$ cat src/hdl/emu_pkg.sv
package emu_pkg;

    typedef logic [31:0] word_t;
    typedef logic [3:0]  strobe_t;
    typedef logic [31:0] cpu_addr_t;
    typedef logic [12:0] host_addr_t;
    typedef logic [9:0]  word_index_t;
    typedef logic [63:0] cycle_t;

    typedef enum logic {
        HOST_IDLE,
        HOST_RESPOND
    } host_state_t;

    // Register byte offsets, host address bit 12 clear
    localparam logic [11:0] REG_CSR      = 12'h000;
    localparam logic [11:0] REG_CYCLE_LO = 12'h008;
    localparam logic [11:0] REG_CYCLE_HI = 12'h00c;

    // Processor store here sets halt
    localparam cpu_addr_t HALT_TRIGGER_ADDR = 32'h0000_000c;

    // Words per byte lane
    localparam int MEM_DEPTH = 1024;

endpackage

$ cat src/hdl/emu_host_bus.sv
`timescale 1ns/100ps

module emu_host_bus import emu_pkg::*; (
    input  logic        clk,
    input  logic        rst,

    input  logic        wb_cyc,
    input  logic        wb_stb,
    input  logic        wb_we,
    input  host_addr_t  wb_adr,
    input  word_t       wb_dat_w,
    input  strobe_t     wb_sel,
    output word_t       wb_dat_r,
    output logic        wb_ack,
    output logic        wb_err,

    output logic [3:0]  host_mem_we,
    output word_index_t host_mem_index,
    output word_t       host_mem_wdata,
    input  word_t       host_mem_rdata,

    output logic        reg_we,
    output logic [11:0] reg_offset,
    output word_t       reg_wdata,
    input  word_t       csr_value,
    input  word_t       cycle_lo,
    input  word_t       cycle_hi
);

    host_state_t state;
    logic        req;
    logic        sel_mem;
    logic        sel_full;
    logic        sel_err;
    word_t       reg_rdata;

    // Only taken in idle, the held stb is masked while responding
    assign req      = (state == HOST_IDLE) && wb_cyc && wb_stb;
    assign sel_mem  = wb_adr[12];
    assign sel_full = (wb_sel == 4'hf);

    // Partial register write
    assign sel_err  = wb_we && !sel_mem && !sel_full;

    assign host_mem_index = wb_adr[11:2];
    assign host_mem_wdata = wb_dat_w;
    assign host_mem_we    = {4{req && wb_we && sel_mem}} & wb_sel;

    assign reg_offset = wb_adr[11:0];
    assign reg_wdata  = wb_dat_w;
    assign reg_we     = req && wb_we && !sel_mem && sel_full;

    always_comb begin
        case (reg_offset)
            REG_CSR:      reg_rdata = csr_value;
            REG_CYCLE_LO: reg_rdata = cycle_lo;
            REG_CYCLE_HI: reg_rdata = cycle_hi;
            default:      reg_rdata = '0;
        endcase
    end

    always_ff @(posedge clk) begin
        if (rst) begin
            state  <= HOST_IDLE;
            wb_ack <= 1'b0;
            wb_err <= 1'b0;
        end else begin
            case (state)
                HOST_IDLE: begin
                    wb_ack <= req && !sel_err;
                    wb_err <= req && sel_err;
                    if (req) begin
                        state <= HOST_RESPOND;
                    end
                end
                HOST_RESPOND: begin
                    wb_ack <= 1'b0;
                    wb_err <= 1'b0;
                    state  <= HOST_IDLE;
                end
                default: begin
                    state <= HOST_IDLE;
                end
            endcase
        end
    end

    // Read data lands with ack
    always_ff @(posedge clk) begin
        if (req) begin
            wb_dat_r <= sel_mem ? host_mem_rdata : reg_rdata;
        end
    end

    a_ack_err_excl: assert property (
        @(posedge clk) disable iff (rst)
        !(wb_ack && wb_err)
    );

    a_ack_single: assert property (
        @(posedge clk) disable iff (rst)
        wb_ack |=> !wb_ack
    );

endmodule

$ cat config.mk
export PLATFORM = sky130hd
export DESIGN_NAME = emu_host_bus
export DESIGN_NICKNAME = d
export VERILOG_FILES = /design/src/hdl/emu_pkg.sv /design/src/hdl/emu_host_bus.sv
export SDC_FILE = /design/constraint.sdc
export NUM_CORES = 1
export LEC_CHECK = 0
export BUFFER_PORTS_ARGS = -buffer_cell sky130_fd_sc_hd__buf_2
export CAP_MARGIN = 20
export CORE_AREA = 2 2 120 122
export CTS_CLUSTER_DIAMETER = 150
export DETAILED_ROUTE_END_ITERATION = 8
export DIE_AREA = 0 0 122 124
export SETUP_SLACK_MARGIN = 0.3
export SYNTH_ARGS = -nofsm -noshare
export SYNTH_HDL_FRONTEND = slang
export SYNTH_SLANG_ARGS = --single-unit
$ cat constraint.sdc
create_clock -name clk -period 1.9 [get_ports clk]
set_input_delay 0.38 -clock clk [delete_from_list [all_inputs] [get_ports clk]]
set_output_delay 0.38 -clock clk [all_outputs]
set_load 0.005 [all_outputs]
==> flow_metrics.py <==
metrics = {
    "run": {
        "max_cap_violations": 0,
    },
    "global_route": {
        "grt_max_degree": 33,
        "overflow": 0,
        "grt_usage": 0.129,
        "antenna_found_initial": 2,
        "grt_pass1_wl_um": 14100,
        "grt_pass1_vias": 2456,
    },
    "critical_path": {
        "reg2reg_from": "state$_SDFF_PP0_",
        "reg2reg_slack_ns": 0.33,
        "critical_path.startpoint_type": "flop",
        "endpoint": "reg_we",
        "crit_chain": "nand3b_1 > buf_4 > nor4_4 > buf_2",
        "arrival_ns": 1.25,
        "path_depth": 4,
        "slowest_delay_ns": 0.29,
        "reg2reg_depth": 5,
        "required_ns": 1.52,
        "path_max_fanout": 2,
        "cp_top_family": "simple AND/OR/NAND/NOR gates",
        "worstReg2RegEnd": "wb_dat_r[16]$_DFFE_PP_",
        "critical_path_class": "flop to output pin",
        "cpMaxStageDelayCell": "dfxtp_1",
        "end_kind": "output pin",
        "cp-startpoint": "state$_SDFF_PP0_",
        "crit_buf_inv": 2,
    },
    "synth": {
        "synthCells": 288,
        "ys_ff_latch": 35,
        "yosysMostFrequentCell": "buf_4",
        "ys_top_cells_by_count": "90 x buf_4, 32 x edfxtp_1, 32 x nand2_1",
        "netlist_area_um2": 2830,
        "synth_top_area_cell": "edfxtp_1",
        "ys_warn_count": 0,
        "yosysUniqueCellTypes": 28,
        "synthTopCellsByArea": "edfxtp_1 34%, buf_4 24%, mux2_2 9.1%",
        "syn_area_per_cell_um2": 9.84,
        "synth_top_area_frac": 0.339,
        "synth-async-reset-ratio": 0,
        "synth_nets": 470,
        "yosysSeqAreaShare": 0.360,
        "synth_ff_type": "edfxtp_1",
        "synth_edf_count": 32,
    },
    "power_and_ir_drop": {
        "p_leak_uw": 0.00163,
        "power_density_nw_per_um2": 616,
        "ir_worst_vdd_mv": 0.260,
    },
    "timing": {
        "setup_viol": 0,
        "max_slew_margin": 0.697,
        "finalHoldViolCount": 0,
        "tightest_slew_ns": 0.451,
        "fin_crit_sh": 0.859,
        "finalSetupTns_ns": 0,
        "maxSlewViolCount": 0,
        "fin_skew_ns": 0.00321,
        "rsz0062_at_grt": "yes",
        "max_freq_mhz": 613,
        "fin_crit_ns": 1.63,
    },
    "clock_tree": {
        "clock_path_buffers": 2,
        "cts_max_level": 2,
        "clock_latency_ns": 0.28,
        "clkSlewWorstSetupHoldPaths_ns": 0.05,
        "cts_root_buf": "clkbuf_16",
        "numCtsBuffers": 5,
        "cts.sinks": 35,
        "cts_tree": "built",
        "ctsHoldBuffers": 0,
    },
    "die": {
        "die_area_um2": 15100,
        "rows": 43,
        "die_w_um": 122,
        "ios": 307,
        "die_h_um": 124,
        "start_util": 0.206,
        "core_area_um2": 13700,
    },
    "final_layout": {
        "syn_to_final_growth_pct": 29.1,
        "stdcell_area_um2": 3660,
        "final_util": 0.267,
        "drive_gt1_frac": 0.626,
        "num-nets-final": 595,
    },
    "drt": {
        "wire_per_inst_um": 18.1,
        "vias": 2538,
        "via_per_inst": 4.26,
        "ant_nets": 0,
        "first_pass_iters": 4,
        "drc_errors": 0,
        "first_iter_violations": 138,
        "finalWirelength_um": 10800,
    },
    "place": {
        "dpl_cell_area_um2": 3450,
        "portBuffers": 210,
        "gp_congestion": 0.756,
        "hpwl_um": 8840,
    },
    "worst_hold_path": {
        "hold_path.class": "primary input to flop",
    },
    "run_status": {
        "status": "finished, final reports clean",
    },
}
-- state kept, by name, summed over array words and instances (netlist names) --
register and flops:
wb_ack 1, state 1, wb_dat_r 32, wb_err 1
-- worst min-delay path by stage --
stage | start | end | slack, ns | cells after the start
finish | rst | wb_ack$_SDFF_PP0_ | 0.28 | 2
global route | rst | wb_ack$_SDFF_PP0_ | 0.27 | 2
CTS | rst | wb_ack$_SDFF_PP0_ | 0.26 | 2
detailed placement | rst | wb_ack$_SDFF_PP0_ | 0.56 | 2
global placement | rst | wb_ack$_SDFF_PP0_ | 0.56 | 2
floorplan | rst | wb_ack$_SDFF_PP0_ | 0.45 | 1
-- cells in the final DEF (no fill, tap or decap), drive strengths merged, types with 3 or more instances in the layout --
master	count
buf	221
nand2	32
edfxtp	32
o21ai	32
mux2	32
a22oi	31
clkbuf	5
inv	4
and2	4
dfxtp	3
nor4	3
nor3	3
-- cell type report --
class | instances | area (um^2)
Multi-Input combinational cell | 146 | 1070
Fill cell | 1492 | 10100
Clock buffer | 5 | 125
Inverter | 4 | 15.0
Sequential cell | 35 | 1020
Tap cell | 180 | 225
Timing Repair Buffer | 221 | 1160
Clock inverter | 3 | 38.8
Antenna cell | 2 | 5.00
-- metrics by stage --
stage / total power [uW] / instances / hold slack, ns / worst slack, ns
after detailed placement: 1360 / 584 / 0.558 / 0.118
after global routing: 2380 / 595 / 0.273 / 0.188
final: 2250 / 596 / 0.279 / 0.268
after global placement: 1350 / 584 / 0.560 / 0.143
after floorplan: 1220 / 288 / 0.452 / 0.332
after CTS: 2300 / 593 / 0.262 / 0.242
-- report_power, final --
group / switching, uW / total (uW) / leakage (uW) / internal [uW]
Sequential: 8.86 / 891 / 0.000326 / 883
Combinational: 208 / 450 / 0.00122 / 241
Clock: 300 / 911 / 0.0000812 / 611
Total: 518 / 2250 / 0.00163 / 1740
-- per-layer routing --
layer | part of all wire | vias to the layer above | wire length (um) | GRT usage
li1 | - | 1198 | - | -
met1 | 0.31 | 1134 | 3360 | 0.118
met2 | 0.51 | 193 | 5510 | 0.239
met3 | 0.15 | 13 | 1590 | 0.0673
met4 | 0.029 | 0 | 311 | 0.0553
met5 | 0 | - | 0 | 0
-- repair_timing --
action / CTS / global route
setup buffers: 1 / 1
gates resized for setup: 1 / 3
setup endpoints to repair: 5 / 5
pin swaps: 3 / 4
-- cell families (layout without fill, tap and decap cells) --
| kind of cell | after synthesis | after routing | share of synthesized area |
|---|---|---|---|
| buffers and inverters | 107 | 233 | 0.277 |
| AOI/OAI and AO/OA | 66 | 66 | 0.150 |
| and+or+nand+nor | 48 | 48 | 0.0848 |
| DFF | 35 | 35 | 0.360 |
| muxes | 32 | 32 | 0.127 |
| other | 0 | 2 | 0 |
Note: power is estimated with default switching activity, not from simulation.
