<file path="src/hdl/emu_pkg.sv">
package emu_pkg;

    typedef logic [31:0] word_t;
    typedef logic [3:0]  strobe_t;
    typedef logic [31:0] cpu_addr_t;
    typedef logic [12:0] host_addr_t;
    typedef logic [9:0]  word_index_t;
    typedef logic [63:0] cycle_t;

    typedef enum logic {
        HOST_IDLE,
        HOST_RESPOND
    } host_state_t;

    // Register byte offsets, host address bit 12 clear
    localparam logic [11:0] REG_CSR      = 12'h000;
    localparam logic [11:0] REG_CYCLE_LO = 12'h008;
    localparam logic [11:0] REG_CYCLE_HI = 12'h00c;

    // Processor store here sets halt
    localparam cpu_addr_t HALT_TRIGGER_ADDR = 32'h0000_000c;

    // Words per byte lane
    localparam int MEM_DEPTH = 1024;

endpackage

</file>
<file path="src/hdl/emu_control.sv">
`timescale 1ns/100ps

module emu_control import emu_pkg::*; (
    input  logic        clk,
    input  logic        rst,

    input  logic        reg_we,
    input  logic [11:0] reg_offset,
    input  word_t       reg_wdata,

    input  cpu_addr_t   mem_addr,
    input  logic        mem_we,

    output logic        halt,
    output word_t       csr_value,
    output word_t       cycle_lo,
    output word_t       cycle_hi
);

    cycle_t cycle;
    logic   trigger;
    logic   csr_write;
    logic   lo_write;
    logic   hi_write;

    assign trigger   = mem_we && (mem_addr == HALT_TRIGGER_ADDR);
    assign csr_write = reg_we && (reg_offset == REG_CSR);
    assign lo_write  = reg_we && (reg_offset == REG_CYCLE_LO);
    assign hi_write  = reg_we && (reg_offset == REG_CYCLE_HI);

    // Trigger store beats a CSR write in the same cycle
    always_ff @(posedge clk) begin
        if (rst) begin
            halt <= 1'b0;
        end else if (trigger) begin
            halt <= 1'b1;
        end else if (csr_write) begin
            halt <= reg_wdata[0];
        end
    end

    // Count while running, loadable only while halted
    always_ff @(posedge clk) begin
        if (rst) begin
            cycle <= '0;
        end else if (!halt) begin
            cycle <= cycle + 64'd1;
        end else begin
            if (lo_write) begin
                cycle[31:0] <= reg_wdata;
            end
            if (hi_write) begin
                cycle[63:32] <= reg_wdata;
            end
        end
    end

    assign csr_value = {31'd0, halt};
    assign cycle_lo  = cycle[31:0];
    assign cycle_hi  = cycle[63:32];

    a_cycle_frozen: assert property (
        @(posedge clk) disable iff (rst)
        (halt && !lo_write && !hi_write) |=> $stable(cycle)
    );

endmodule

</file>
<file path="config.mk">
export PLATFORM = sky130hd
export DESIGN_NAME = emu_control
export DESIGN_NICKNAME = d
export VERILOG_FILES = /design/src/hdl/emu_pkg.sv /design/src/hdl/emu_control.sv
export SDC_FILE = /design/constraint.sdc
export NUM_CORES = 1
export LEC_CHECK = 0
export ABC_AREA = 1
export BUFFER_PORTS_ARGS = -buffer_cell sky130_fd_sc_hd__buf_2
export CORE_UTILIZATION = 50
export DETAILED_ROUTE_END_ITERATION = 16
export PLACE_DENSITY = 0.9
export SETUP_SLACK_MARGIN = 0.4
export SLEW_MARGIN = 20
export SYNTH_ARGS = -nofsm -noshare
export SYNTH_HDL_FRONTEND = slang
export SYNTH_SLANG_ARGS = --single-unit
export TNS_END_PERCENT = 5
</file>
<file path="constraint.sdc">
create_clock -name clk -period 4.2 [get_ports clk]
set_input_delay 0.42 -clock clk [delete_from_list [all_inputs] [get_ports clk]]
set_output_delay 0.42 -clock clk [all_outputs]
set_load 0.01 [all_outputs]
</file>
==> results of run 1 <==
[state kept, by name (all words and copies together), names as in the netlist]
signal / count
halt: 1
cycle: 64
[per-layer routing]
metal | track usage [%] | vias up
met5 | 0 | -
met4 | 20.3 | 0
met3 | 6.62 | 81
li1 | - | 3160
met1 | 43.7 | 2898
met2 | 54.6 | 442
[worst min path at each step]
| stage | cells past startpoint | start | end | slack, ns |
|---|---|---|---|---|
| 5_1_grt | 3 | reg_wdata[6] | cycle[6] | 0.38 |
| 6_report | 3 | reg_wdata[2] | cycle[2] | 0.37 |
| 4_1_cts | 3 | reg_wdata[2] | cycle[2] | 0.36 |
| 3_3_place_gp | 2 | cycle[0] | cycle[0] | 0.52 |
| 3_5_place_dp | 2 | cycle[1] | cycle[1] | 0.52 |
| 2_1_floorplan | 2 | cycle[0] | cycle[0] | 0.53 |
[worst max-delay path, delay by kind of cell, from the launching register on]
family / cells / cell delay, ns
and+or+nand+nor: 1 / 0.73
AOI/OAI and AO/OA: 2 / 0.47
DFF: 1 / 0.33
buffers and inverters: 2 / 0.69
[cells in the final DEF (no fill, tap or decap), drive strengths merged, types with 9 or more instances in the layout]
master  Yosys  routed
inv        88      88
dfxtp      65      65
a31oi      13      13
nand2     259     259
a21oi      63      63
o21ai      68      68
conb        1      31
nand3      81      81
nand4       9       9
nor2      143     143
o21bai     14      14
buf        46     150
clkbuf     16      11
o22ai      17      17
[where the power goes]
group / internal (W) / switching (W) / leakage (nW) / total, W
clock: 0.000365 / 0.000277 / 0.115 / 0.000642
sequential: 0.000618 / 0.00000353 / 0.524 / 0.000622
combinational: 0.0000354 / 0.0000507 / 1.88 / 0.0000861
total: 0.00102 / 0.000331 / 2.52 / 0.00135
[cell type report]
class | count | area, µm² | share of cell area (%)
clock buffer | 11 | 151 | 2.43
multi-input combinational | 724 | 3440 | 55.1
clock inverter | 5 | 77.6 | 1.24
timing repair buffer | 150 | 763 | 12.2
sequential | 65 | 1300 | 20.9
tap | 136 | 170 | 2.73
inverter | 89 | 334 | 5.35
[cell families after synthesis]
family	Yosys count
and+or+nand+nor	507
AOI/OAI and AO/OA	177
buffers and inverters	151
DFF	65
xor gates and xnor gates	8
adders and majority gates	1
other	1
[per-stage QoR]
stage	instances	total power [W]	setup WS [ns]
2_1_floorplan	940	0.000693	2.55
4_1_cts	1180	0.00135	2.01
3_3_place_gp	1164	0.000720	1.85
6_report	1180	0.00135	1.91
5_1_grt	1180	0.00138	1.76
3_5_place_dp	1164	0.000721	1.79
==> results_dict.tcl, run 1 <==
set metrics [dict create \
    status "finished, final reports clean" \
    synth-seq-cells 65 \
    cts_tree "yes" \
    die_w_um 105 \
    utilization_pct 60.4 \
    postRouteAntennaNets 0 \
    wl_per_cell_um 16.0 \
    grt.total_usage_pct 34.6 \
    synth_xor_area_share_pct 1.31 \
    synth_area_leaders "dfxtp_1 (24%), nand2_1 (17%), nor2_1 (8.8%)" \
    clk_path_buf_depth 2 \
    synth_top_cell_by_area "dfxtp_1" \
    r2r_end "cycle[47]" \
    fillCellCount 1055 \
    timing.hold.ws_ns 0.369 \
    vias_per_cell 5.58 \
    clk_latency_ns 0.36 \
    r2r_slack_ns 1.91 \
    cp-end-kind "flip-flop" \
    async_flop_share_pct 0 \
    clk_pin_slew_ns 0.08 \
    min_period_ns 2.29 \
    worst_clock_skew_ns 0.0135 \
    powerDensity_nw_per_um2 216 \
    top_layer_used "met4" \
    fp.dieArea_um2 11100 \
    slew_viol_final 0 \
    yosysMostFrequentCell "nand2_1" \
    gp_congestion 0.932 \
    synth_ff_type "dfxtp_1" \
    rsz0062_at_grt "no" \
    overflow 0 \
    grt_pass1_wl_um 29700 \
    seq_area_frac_synth_pct 24.3 \
    fp.coreArea_um2 10300 \
    critPathCapture "cycle[47]" \
    area_growth_pct 16.7 \
    yosys.area_share.simple_pct 42.2 \
    synth_area_um2 5350 \
    crit_chain "buf_4 -> nand2_1 -> o22ai_1 -> inv_1 -> a21oi_2" \
    cp-startpoint "halt" \
    synth.avg_cell_area_um2 5.87 \
    start_util_pct 51.8 \
    hold_viol 0 \
    cpPeakStageDelay_ns 0.73 \
    wl_met2_um 8310 \
    cts_setup_buffers 0 \
    clock_sinks 65 \
    ys_types 39 \
    leakage_nw 2.52 \
    reg2regPathDepth 5 \
    drtIter0Drc 711 \
    diodes 0 \
    hold_class "in -> reg" \
    synth_top_area_share_pct 24.3 \
    synth_top_family_by_area "simple AND/OR/NAND/NOR gates" \
    finalInstanceArea_um2 6240 \
    startpoint_type "flip-flop" \
    nNetsFinal 1120 \
    worst_ep_arrival_time_ns 2.59 \
    first_pass_iters 6 \
    synth-compound-area-share_pct 18.4 \
    antenna_found_initial 0 \
    drt-met1-wl_um 7450 \
    die_y_um 105 \
    grt_max_degree 79 \
    cts.repair.resized 0 \
    ir_worst_vdd_v 0.000180 \
    cts-root-buf "clkbuf_8" \
    max_freq_ghz 0.436 \
    num_vias 6581 \
    crit_type "reg -> reg" \
    cap_violations 0 \
    fin_setup_tns_ns 0 \
    cts_made_buffers 9 \
    post-route-period-util_pct 54.6 \
    setup_violations 0 \
    cts_hold_buf 0 \
    synthMuxAreaShare_pct 0 \
    synthCells 910 \
    drc 0 \
    htreeDepth 3 \
    rows 37 \
    worstPathRequired_ns 4.49 \
    tightestPinTransition_ns 0.884 \
    synth_edf_count 0 \
    netlist_top_cells_count "nand2_1 (245), nor2_1 (125), nand3_1 (78), inv_1 (77), dfxtp_1 (65)" \
    wirelength_um 18900 \
    io_buffer_count 145 \
    layout-drive-gt1-share_pct 21.5 \
    reg2reg_from "halt" \
    cp_max_fo 78 \
    ioPinCount 177 \
    grt_pass1_vias 5984 \
    relSlewSlack_pct 40.9 \
    crit_path_top_delay_cell "nand2_1" \
    ys_warn_count 0 \
    dp_hpwl_um 14400 \
    dpl_cell_area_um2 6010 \
    wl_met3_um 1950 \
    yosys.area_share.adder_pct 0.234 \
]
Power figures use the tool's default switching activity.
==> run 2, diff against run 1 <==
==> constraint.sdc (replaced) <==
create_clock -name clk -period 2.4 [get_ports clk]
set_input_delay 0.24 -clock clk [delete_from_list [all_inputs] [get_ports clk]]
set_output_delay 0.24 -clock clk [all_outputs]
set_load 0.01 [all_outputs]
==> run 2 against run 1 <==
Against the previous run: clock power rose by 37%; setup slack got worse by 1.4 ns; first-iteration DRC count fell by 12%; utilization fell by 0.13 points; clock skew fell by 0.0074 ns; global-route usage fell by 0.34 points; critical path depth rose by 5; maximum frequency rose by 23%; critical path type unchanged; largest cell class unchanged; largest power group is now sequential cells.
==> results_dict.tcl, run 2 (same netlist as run 1, synthesis figures left out) <==
set metrics [dict create \
    startpoint_type "flip-flop" \
    clkPwrFrac_pct 41.5 \
    setup_violations 0 \
    grt_max_degree 46 \
    cpPeakStageDelay_ns 0.40 \
    crit_chain "ha_1 -> nand2_1 -> nor2_4 -> nand2_1 -> nor2_2 -> nand2_1 -> o21ai_1 -> nand2_1 -> a21oi_1 -> nor2_1" \
    drtIter0Drc 626 \
    leakage_nw 2.52 \
    first_pass_iters 6 \
    status "finished, final reports clean" \
    cp_max_fo 5 \
    cts_tree "yes" \
    start_util_pct 51.8 \
    cp_num_buf_inv 0 \
    cp-end-kind "flip-flop" \
    comb_power_share_pct 7.1 \
    internal_power_w 0.00157 \
    cpMostUsedCell "nand2_1" \
    die_w_um 105 \
    final_cell_mix "nand2_1 (245), buf_2 (145), nor2_1 (124)" \
    regMostFlops "cycle" \
    dpl_cell_area_um2 6050 \
    crit_path_top_delay_cell "dfxtp_1" \
    crit_type "reg -> reg" \
    area_growth_pct 16.5 \
    hold_viol 0 \
    timing.hold.ws_ns 0.200 \
    antenna_found_initial 0 \
    switchingPower_w 0.000544 \
    rsz0062_at_grt "yes" \
    seqPwrFrac_pct 51.4 \
    clock_sinks 65 \
    wirelength_um 18800 \
    powerDensity_nw_per_um2 340 \
    finalInstanceArea_um2 6230 \
    nNetsFinal 1125 \
    postRouteAntennaNets 0 \
    post-route-period-util_pct 77.6 \
    reg_top3 "cycle x64, halt x1" \
    clk_pin_slew_ns 0.08 \
    io_buffer_count 145 \
    dp_hpwl_um 14800 \
    relSlewSlack_pct 59.1 \
    min_period_ns 1.86 \
    gp_congestion 0.921 \
    fin_setup_tns_ns 0 \
    htreeDepth 3 \
    worst_ep_arrival_time_ns 2.08 \
    rows 37 \
    drc 0 \
    p_total_w 0.00212 \
    slew_viol_final 0 \
    num_vias 6521 \
    vias_per_cell 5.50 \
    fp.coreArea_um2 10300 \
    ioPinCount 177 \
    switching_share_pct 25.7 \
    ir_worst_vdd_v 0.000259 \
    fillCellCount 1041 \
    final_common_cell "nand2_1" \
    fp.dieArea_um2 11100 \
    max_freq_ghz 0.537 \
    clk_path_buf_depth 2 \
    finalNonFillerCells 1185 \
    overflow 0 \
    worstPathRequired_ns 2.62 \
    grt.total_usage_pct 34.2 \
    grt_pass1_vias 5911 \
    dp_cells 1169 \
    layout-drive-gt1-share_pct 21.8 \
    diodes 0 \
    clk_latency_ns 0.34 \
    worst_clock_skew_ns 0.00607 \
    tightestPinTransition_ns 0.613 \
    crit_family "simple AND/OR/NAND/NOR gates" \
    largest_reg_flops 64 \
    die_y_um 105 \
    wl_per_cell_um 15.9 \
    cts_made_buffers 9 \
    grt_pass1_wl_um 29700 \
    cts-root-buf "clkbuf_8" \
    hold_class "in -> reg" \
    cap_violations 0 \
]
==> run 2: per-layer routing <==
layer	track usage [%]	share of wire, %	routed length, µm
met1	43.9	39	7340
met2	54.6	44	8200
met3	4.95	12	2220
met4	19.9	5.6	1050
met5	0	0	0
==> run 2: worst register-to-register path, cell delays in order, from the launching register on <==
cell and delay, ns:
dfxtp_1 0.40, ha_1 0.22, nand2_1 0.11, nor2_4 0.17, nand2_1 0.09, nor2_2 0.17, nand2_1 0.18, o21ai_1 0.17
nand2_1 0.06, a21oi_1 0.12, nor2_1 0.05
==> run 2: metrics by stage <==
stage          worst slack (ns)  utilization (%)
3_5_place_dp              0.518             58.6
4_1_cts                   0.532             60.3
2_1_floorplan             0.746                -
5_1_grt                   0.391             60.3
6_report                  0.537             60.3
3_3_place_gp              0.581             58.6
==> run 2: power groups by stage <==
stage	Combinational, W	Clock (W)	Sequential [W]
after floorplan	0.0000978	0	0.00111
after detailed placement	0.000149	0	0.00111
after CTS	0.000149	0.000885	0.00109
after global placement	0.000147	0	0.00111
after global routing	0.000166	0.000930	0.00109
final	0.000150	0.000877	0.00109
==> run 2: worst paths after layout <==
path | endpoint | depth (start not counted) | slack, ns | startpoint
setup / recovery | cycle[46] | 10 | 0.54 | cycle[1]
hold / removal | cycle[2] | 3 | 0.20 | reg_wdata[2]
setup reg to reg | cycle[46] | 10 | 0.54 | cycle[1]
hold reg to reg | cycle[0] | 2 | 0.50 | cycle[0]
==> run 2: final cells by class <==
cell class              count  area [µm²]  share of cell area (%)
repair buffers            155         801                    12.9
clock inverters             3        15.0                   0.241
inverters                  89         334                    5.37
well taps                 136         170                    2.73
clock buffers              13         159                    2.55
multi-input cells         724        3440                    55.3
flip-flops and latches     65        1300                    20.9
==> run 2: repair_timing <==
action	in CTS	in global routing
setup buffers	0	0
hold buffers	0	0
endpoints found under the setup margin	0	7
resized for setup	0	2
endpoints found under the hold margin	0	0
